$ cat config.mk
export PLATFORM = sky130hd
export DESIGN_NAME = dsiq_core
export DESIGN_NICKNAME = d
export VERILOG_FILES = /design/src/design/dsiq_status_pkg.sv /design/src/design/dsiq_stream_pkg.sv /design/src/design/dsiq_core.sv /design/src/design/dsiq_tx_reader.sv /design/src/design/dsiq_fifo.sv /design/src/design/dsiq_packer.sv
export VERILOG_INCLUDE_DIRS = /design/src /design/src/include
export SDC_FILE = /design/constraint.sdc
export NUM_CORES = 1
export LEC_CHECK = 0
export ABC_AREA = 1
export BUFFER_PORTS_ARGS = -buffer_cell sky130_fd_sc_hd__buf_4
export CAP_MARGIN = 20
export CORE_UTILIZATION = 60
export CTS_CLUSTER_DIAMETER = 120
export DETAILED_ROUTE_END_ITERATION = 6
export GPL_TIMING_DRIVEN = 0
export PLACE_DENSITY_LB_ADDON = 0.15
export REMOVE_ABC_BUFFERS = 1
export SETUP_SLACK_MARGIN = 0.2
export SLEW_MARGIN = 20
export SYNTH_ARGS = -nofsm -noshare
export SYNTH_HDL_FRONTEND = slang
export SYNTH_SLANG_ARGS = --single-unit
$ cat constraint.sdc
create_clock -name clk_ctrl -period 4.24 [get_ports clk_ctrl]
set_clock_uncertainty 0.05 [all_clocks]
set_input_delay 0.424 -clock clk_ctrl [delete_from_list [all_inputs] [get_ports clk_ctrl]]
set_output_delay 0.424 -clock clk_ctrl [all_outputs]
set_load 0.01 [all_outputs]
$ cat src/include/dsiq_cfg.svh
//////////////////////////////////////////////////////////////////////
// build-time sizes for the downstream I/Q path
// FIFO depth, fill level width and bytes per lane word
//////////////////////////////////////////////////////////////////////

`ifndef DSIQ_CFG_SVH
`define DSIQ_CFG_SVH

// words held by the FIFO, power of two
`define DSIQ_DEPTH 16

// wide enough for 0 .. DSIQ_DEPTH
`define DSIQ_LEVEL_W 5

// payload bytes gathered into one word
`define DSIQ_LANES 4

`endif
$ cat src/design/dsiq_status_pkg.sv
//////////////////////////////////////////////////////////////////////
// buffer status types: fill level and the status struct
//////////////////////////////////////////////////////////////////////

`default_nettype none

`include "dsiq_cfg.svh"

package dsiq_status_pkg;

  // words currently stored
  typedef logic [`DSIQ_LEVEL_W-1:0] fifo_level_t;

  // overflow is sticky until reset
  typedef struct packed {
    fifo_level_t level;
    logic        overflow;
  } dsiq_status_t;

endpackage

`default_nettype wire

$ cat src/design/dsiq_stream_pkg.sv
//////////////////////////////////////////////////////////////////////
// data stream types: payload byte, flagged lane, lane word and
// the transmit I/Q sample
//////////////////////////////////////////////////////////////////////

`default_nettype none

package dsiq_stream_pkg;

  // one ethernet payload byte
  typedef logic [7:0] eth_byte_t;

  // byte plus its per-byte flag, 9 bits
  typedef struct packed {
    logic      flag;
    eth_byte_t data;
  } dsiq_lane_t;

  // four lanes, lane0 is the first byte received
  typedef struct packed {
    dsiq_lane_t lane0;
    dsiq_lane_t lane1;
    dsiq_lane_t lane2;
    dsiq_lane_t lane3;
  } dsiq_word_t;

  // one I or Q component
  typedef logic [15:0] iq_comp_t;

  typedef struct packed {
    iq_comp_t   i;
    iq_comp_t   q;
    logic [3:0] flags;
  } iq_sample_t;

endpackage

`default_nettype wire

$ cat src/design/dsiq_core.sv
//////////////////////////////////////////////////////////////////////
// downstream transmit I/Q core: packer, lane word FIFO and reader
//////////////////////////////////////////////////////////////////////

`default_nettype none

module dsiq_core (
  input  wire                           clk_ctrl,
  input  wire                           rst_i,
  input  dsiq_stream_pkg::eth_byte_t    eth_byte_i,
  input  wire                           eth_flag_i,
  input  wire                           eth_valid_i,
  input  wire                           eth_last_i,
  input  wire                           tx_en_i,
  input  wire                           tx_strobe_i,
  output dsiq_stream_pkg::iq_sample_t   iq_o,
  output logic                          iq_valid_o,
  output logic                          underrun_o,
  output dsiq_status_pkg::dsiq_status_t status_o
);

  dsiq_stream_pkg::dsiq_word_t wr_word;
  logic                        wr_valid;
  dsiq_stream_pkg::dsiq_word_t rd_word;
  logic                        rd_valid;
  logic                        rd_ready;

  dsiq_packer u_packer (
    .clk_ctrl   (clk_ctrl),
    .rst_i      (rst_i),
    .eth_byte_i (eth_byte_i),
    .eth_flag_i (eth_flag_i),
    .eth_valid_i(eth_valid_i),
    .eth_last_i (eth_last_i),
    .wr_word_o  (wr_word),
    .wr_valid_o (wr_valid)
  );

  dsiq_fifo u_fifo (
    .clk_ctrl  (clk_ctrl),
    .rst_i     (rst_i),
    .wr_word_i (wr_word),
    .wr_valid_i(wr_valid),
    .rd_word_o (rd_word),
    .rd_valid_o(rd_valid),
    .rd_ready_i(rd_ready),
    .status_o  (status_o)
  );

  dsiq_tx_reader u_reader (
    .clk_ctrl   (clk_ctrl),
    .rst_i      (rst_i),
    .tx_en_i    (tx_en_i),
    .tx_strobe_i(tx_strobe_i),
    .rd_word_i  (rd_word),
    .rd_valid_i (rd_valid),
    .rd_ready_o (rd_ready),
    .iq_o       (iq_o),
    .iq_valid_o (iq_valid_o),
    .underrun_o (underrun_o)
  );

endmodule

`default_nettype wire

$ cat src/design/dsiq_tx_reader.sv
//////////////////////////////////////////////////////////////////////
// transmit reader: pops one lane word per enabled sample strobe and
// registers it as an I/Q sample with flags, or flags an underrun
//////////////////////////////////////////////////////////////////////

`default_nettype none

module dsiq_tx_reader (
  input  wire                         clk_ctrl,
  input  wire                         rst_i,
  input  wire                         tx_en_i,
  input  wire                         tx_strobe_i,
  input  dsiq_stream_pkg::dsiq_word_t rd_word_i,
  input  wire                         rd_valid_i,
  output logic                        rd_ready_o,
  output dsiq_stream_pkg::iq_sample_t iq_o,
  output logic                        iq_valid_o,
  output logic                        underrun_o
);

  logic                        take;
  dsiq_stream_pkg::iq_sample_t word_as_iq;
  dsiq_stream_pkg::iq_sample_t sample_q;

  assign take       = tx_en_i && tx_strobe_i;
  assign rd_ready_o = take;

  // lane0 and lane1 form I, lane2 and lane3 form Q
  assign word_as_iq.i     = {rd_word_i.lane0.data, rd_word_i.lane1.data};
  assign word_as_iq.q     = {rd_word_i.lane2.data, rd_word_i.lane3.data};
  assign word_as_iq.flags = {rd_word_i.lane0.flag, rd_word_i.lane1.flag,
                             rd_word_i.lane2.flag, rd_word_i.lane3.flag};

  // strobe handshake state
  always_ff @(posedge clk_ctrl) begin
    if (rst_i) begin
      iq_valid_o <= 1'b0;
      underrun_o <= 1'b0;
    end else begin
      iq_valid_o <= take;
      underrun_o <= take && !rd_valid_i;
    end
  end

  // sample payload, zero when nothing was queued
  always_ff @(posedge clk_ctrl) begin
    if (take) begin
      if (rd_valid_i) sample_q <= word_as_iq;
      else sample_q <= '0;
    end
  end

  assign iq_o = sample_q;

endmodule

`default_nettype wire

$ cat src/design/dsiq_fifo.sv
//////////////////////////////////////////////////////////////////////
// lane word FIFO: register-array circular buffer, first-word
// fall-through read side, fill level and sticky overflow
//////////////////////////////////////////////////////////////////////

`default_nettype none

`include "dsiq_cfg.svh"

module dsiq_fifo (
  input  wire                           clk_ctrl,
  input  wire                           rst_i,
  input  dsiq_stream_pkg::dsiq_word_t   wr_word_i,
  input  wire                           wr_valid_i,
  output dsiq_stream_pkg::dsiq_word_t   rd_word_o,
  output logic                          rd_valid_o,
  input  wire                           rd_ready_i,
  output dsiq_status_pkg::dsiq_status_t status_o
);

  localparam int unsigned PTR_W = $clog2(`DSIQ_DEPTH);
  localparam dsiq_status_pkg::fifo_level_t FULL_LEVEL = `DSIQ_LEVEL_W'(`DSIQ_DEPTH);

  dsiq_stream_pkg::dsiq_word_t  mem [`DSIQ_DEPTH];
  logic [PTR_W-1:0]             wr_ptr;
  logic [PTR_W-1:0]             rd_ptr;
  dsiq_status_pkg::fifo_level_t count;
  logic                         overflow_q;
  logic                         empty;
  logic                         full;
  logic                         do_rd;
  logic                         do_wr;

  assign empty = (count == '0);
  assign full  = (count == FULL_LEVEL);

  // a read frees a slot in the same cycle, so a full write may still land
  assign do_rd = rd_ready_i && !empty;
  assign do_wr = wr_valid_i && (!full || do_rd);

  ////////////////////////////////////////////////////////////////////
  // pointers, level, overflow
  ////////////////////////////////////////////////////////////////////

  always_ff @(posedge clk_ctrl) begin
    if (rst_i) begin
      wr_ptr     <= '0;
      rd_ptr     <= '0;
      count      <= '0;
      overflow_q <= 1'b0;
    end else begin
      if (do_wr) wr_ptr <= wr_ptr + 1'b1;
      if (do_rd) rd_ptr <= rd_ptr + 1'b1;
      case ({do_wr, do_rd})
        2'b10:   count <= count + 1'b1;
        2'b01:   count <= count - 1'b1;
        default: count <= count;
      endcase
      // dropped word
      if (wr_valid_i && !do_wr) overflow_q <= 1'b1;
    end
  end

  ////////////////////////////////////////////////////////////////////
  // storage
  ////////////////////////////////////////////////////////////////////

  always_ff @(posedge clk_ctrl) begin
    if (do_wr) mem[wr_ptr] <= wr_word_i;
  end

  // head word is always on the output
  assign rd_word_o  = mem[rd_ptr];
  assign rd_valid_o = !empty;

  assign status_o = '{level: count, overflow: overflow_q};

endmodule

`default_nettype wire

$ cat src/design/dsiq_packer.sv
//////////////////////////////////////////////////////////////////////
// byte packer: gathers four flagged payload bytes into one lane
// word and writes it with a one-cycle valid
//////////////////////////////////////////////////////////////////////

`default_nettype none

`include "dsiq_cfg.svh"

module dsiq_packer (
  input  wire                        clk_ctrl,
  input  wire                        rst_i,
  input  dsiq_stream_pkg::eth_byte_t eth_byte_i,
  input  wire                        eth_flag_i,
  input  wire                        eth_valid_i,
  input  wire                        eth_last_i,
  output dsiq_stream_pkg::dsiq_word_t wr_word_o,
  output logic                       wr_valid_o
);

  localparam logic [1:0] LAST_LANE = 2'(`DSIQ_LANES - 1);

  logic [1:0]                  lane_cnt;
  dsiq_stream_pkg::dsiq_lane_t lane_in;
  dsiq_stream_pkg::dsiq_word_t word_q;

  assign lane_in = '{flag: eth_flag_i, data: eth_byte_i};

  // lane counter and word valid
  always_ff @(posedge clk_ctrl) begin
    if (rst_i) begin
      lane_cnt   <= '0;
      wr_valid_o <= 1'b0;
    end else begin
      wr_valid_o <= eth_valid_i && (lane_cnt == LAST_LANE);
      if (eth_valid_i) begin
        // a short tail at end of packet is simply dropped
        if (lane_cnt == LAST_LANE || eth_last_i) lane_cnt <= '0;
        else lane_cnt <= lane_cnt + 2'd1;
      end
    end
  end

  // steer byte into its lane
  always_ff @(posedge clk_ctrl) begin
    if (eth_valid_i) begin
      case (lane_cnt)
        2'd0:    word_q.lane0 <= lane_in;
        2'd1:    word_q.lane1 <= lane_in;
        2'd2:    word_q.lane2 <= lane_in;
        default: word_q.lane3 <= lane_in;
      endcase
    end
  end

  assign wr_word_o = word_q;

endmodule

`default_nettype wire

==> impl_metrics.csv <==
group,metric,value,unit
timing,max-slew-margin-rel,46.3,%
setup_path,crit_buf_inv,4,
logic_synthesis,synthTopCellsByArea,"edfxtp_1 (74%), nand2_1 (13%), nand3_1 (3.6%)",
placement,port_buffers,58,
floorplan,rows,76,
route,vias,16700,
setup_path,cp.depth,10,
pwr,switchingPower,3840,µW
logic_synthesis,avgSynthCellArea,12.0,µm²
global_routing,grt_use_met2,46.4,%
setup_path,slowest_stage,"dfxtp_4",
setup_path,reg2reg_from,"u_fifo.rd_ptr[0]$_SDFFE_PP0P_",
layout,insertedDiodeCount,0,
pwr,clkPwrFrac,38.3,%
timing,finalHoldViolCount,0,
logic_synthesis,yosysSeqAreaShare,75.3,%
placement,dp_hpwl,35.6,mm
clocking,clkLatencyLatePin,0.58,ns
clocking,cts.sinks,667,
setup_path,r2r_end,"u_reader.iq_o[1]$_SDFFCE_PN0N_",
timing,period_needed,3.14,ns
clocking,clk_pin_slew,0.06,ns
pwr,total_leakage_power,0.0115,µW
timing,setup_viol,0,
setup_path,cp.arrival,3.48,ns
clocking,numCtsBuffers,67,
clocking,ctsHoldBuffers,0,
timing,fmax,0.318,GHz
layout,design_area,30500,µm²
placement,place_congestion,0.758,
setup_path,critPathKind,"flip-flop to flip-flop",
timing,holdWs,0.0501,ns
setup_path,start_kind,"flip-flop",
placement,placed_cell_area,28300,µm²
setup_path,cp_top_family,"buffers and inverters",
logic_synthesis,ys_async_sr_fraction,0,%
route,drc,0,
layout,final_common_cell,"nand2_1",
setup_path,crit_chain,"buf_16 -> inv_8 -> buf_16 -> buf_16 -> nand2_1 -> nand3_1 -> nand3_1 -> nand3_1 -> nand2_1 -> nor2_1",
logic_synthesis,syn_inst,2203,
layout,syn_to_final_growth,15.6,%
timing,fin_crit_sh,74.1,%
clocking,cts_setup_buffers,0,
global_routing,track_usage,28.8,%
route,wl,62.9,mm
floorplan,ioPinCount,59,
route,dr.pass1.iters,5,
pwr,seqPwrFrac,48.7,%
global_routing,grtUsageMet1,39.7,%
layout,instances_no_fill,2896,
clocking,clockRootBuffer,"clkbuf_16",
flow_run,drv_cap,0,
floorplan,core_area,43200,µm²
layout,final_cell_mix,"nand2_1 (904), edfxtp_1 (648), nand3_1 (187), a21oi_1 (122), nor2_1 (87)",
route,drtIter0Drc,2036,
floorplan,die_h,212,µm
pwr,ir_worst_vdd,713,µV
placement,dp_cells,2779,
clocking,cts.repair.resized,0,
logic_synthesis,yosysTopAreaCell,"edfxtp_1",
pwr,cellPowerDensity,501,nW/µm²
setup_path,end_kind,"flip-flop",
outcome,status,"finished clean",
pwr,intPower,11400,µW
layout,seq_area,19800,µm²
route,avgRoutedWirePerCell,21.7,µm
pwr,p_comb_share,13.0,%
clocking,tritoncts,"built",
logic_synthesis,syn_area,26300,µm²
setup_path,crit_end,"u_reader.iq_o[1]$_SDFFCE_PN0N_",
floorplan,die-area,44800,µm²
layout,nets,2292,
global_routing,use_met3,4.01,%
global_routing,grt_pass1_wl,93.3,mm
setup_path,ff2ff_path_depth,10,
global_routing,antenna_found_initial,1,
global_routing,grt.busiest_layer,"met2",
timing,tightest_slew,0.806,ns
floorplan,die_w,212,µm
global_routing,grt_max_degree,127,
setup_path,critPathLaunch,"u_fifo.rd_ptr[0]$_SDFFE_PP0P_",
pwr,finalPower,15200,µW
layout,multiInputGateArea,5960,µm²
layout,drive_above_1_share,9.56,%
route,ant_nets,0,
logic_synthesis,ys_seq_elements,667,
global_routing,first_global_vias,16000,
global_routing,grt_overflow,0,
logic_synthesis,synth.top_cell.area_share,73.8,%
logic_synthesis,yosys_warnings,0,
pwr,p_sw_share,25.1,%
logic_synthesis,synth_ff_type,"edfxtp_1",
setup_path,cpPeakStageDelay,0.52,ns
clocking,cts_buffer_depth,3,
timing,rsz0062_at_grt,"false",
floorplan,initial_core_util,61.0,%
logic_synthesis,synth_cell_types,22,
timing,finalMaxSlewViolations,0,
setup_path,worstPathMaxFanout,126,
setup_path,reg2reg_slack,1.10,ns
hold_path,hp-class,"primary input to flip-flop",
setup_path,required,4.58,ns
layout,fill_cells,2865,
route,avgViaCountPerCell,5.75,
clocking,cts_max_level,3,
logic_synthesis,synth_edf_count,648,
-- layer usage --
metal / vias up / wire length [µm]
met1: 7993 / 24900
met2: 824 / 30500
met5: - / 0
met3: 147 / 5300
met4: 0 / 2270
li1: 7697 / -
-- area by class of cell --
cell class	count	area share, %
Sequential cell	667	65.2
Tap cell	585	2.40
Clock buffer	90	6.07
Multi-Input combinational cell	1388	19.6
Timing Repair Buffer	105	5.32
Inverter	34	0.481
Clock inverter	27	0.998
-- registers in the layout, summed over array words and instances (netlist names) --
| signal | flops |
|---|---|
| u_fifo.mem | 576 |
| u_packer.wr_word_o | 36 |
| u_reader.iq_o | 36 |
| u_fifo.count | 5 |
| u_fifo.rd_ptr | 4 |
| u_fifo.wr_ptr | 4 |
| u_packer.lane_cnt | 2 |
| u_fifo.overflow_q | 1 |
| u_packer.wr_valid_o | 1 |
| u_reader.iq_valid_o | 1 |
| u_reader.underrun_o | 1 |
-- synth_stat cells (all sizes together) (8+ instances only) --
cell and count:
o21ai 8, nor3 38, edfxtp 648, ha 14, a21oi 122, nand3 187, dfxtp 19, buf 92
nand2 906, nor2 104, inv 33, clkbuf 22
-- power groups by stage --
| stage | clock, µW | sequential [µW] | combinational (µW) |
|---|---|---|---|
| after floorplan | 0 | 7670 | 1220 |
| after global placement | 0 | 7760 | 1970 |
| after detailed placement | 0 | 7570 | 1970 |
| after CTS | 5900 | 7430 | 1990 |
| after global routing | 6150 | 7440 | 2200 |
| final | 5830 | 7430 | 1990 |
-- cell families (layout without fill, tap and decap cells) --
logic type | count (synthesis) | in the layout | synth area share, %
flops | 667 | 667 | 75.3
xor+xnor | 6 | 6 | 0.199
buf+inv | 148 | 256 | 2.60
compound gates | 132 | 132 | 2.53
fa+ha+maj | 14 | 14 | 0.665
simple gates | 1236 | 1236 | 18.7
-- how the worst min path moves through the flow --
stage | start | endpoint | slack, ns | cells past startpoint
after floorplan | u_fifo.wr_ptr[3]$_SDFFE_PP0P_ | u_fifo.wr_ptr[3]$_SDFFE_PP0P_ | 0.41 | 2
after global placement | u_fifo.overflow_q$_SDFFE_PP0P_ | u_fifo.overflow_q$_SDFFE_PP0P_ | 0.41 | 2
after detailed placement | u_fifo.overflow_q$_SDFFE_PP0P_ | u_fifo.overflow_q$_SDFFE_PP0P_ | 0.44 | 2
after CTS | eth_valid_i | u_packer.lane_cnt[0]$_SDFFE_PP0P_ | 0.03 | 2
after global routing | eth_byte_i[4] | u_packer.wr_word_o[4]$_DFFE_PP_ | 0.04 | 1
final | eth_byte_i[4] | u_packer.wr_word_o[13]$_DFFE_PP_ | 0.05 | 1
-- through the flow --
step	TNS, ns	util, %	worst slack (ns)
finish	0	70.5	1.10
global route	0	70.5	0.921
CTS	0	70.5	1.15
detailed placement	0	65.6	1.16
global placement	-1200.43	62.4	-17.10
floorplan	-246.60	-	-6.41
No activity file was read; power rests on OpenSTA's default activity.
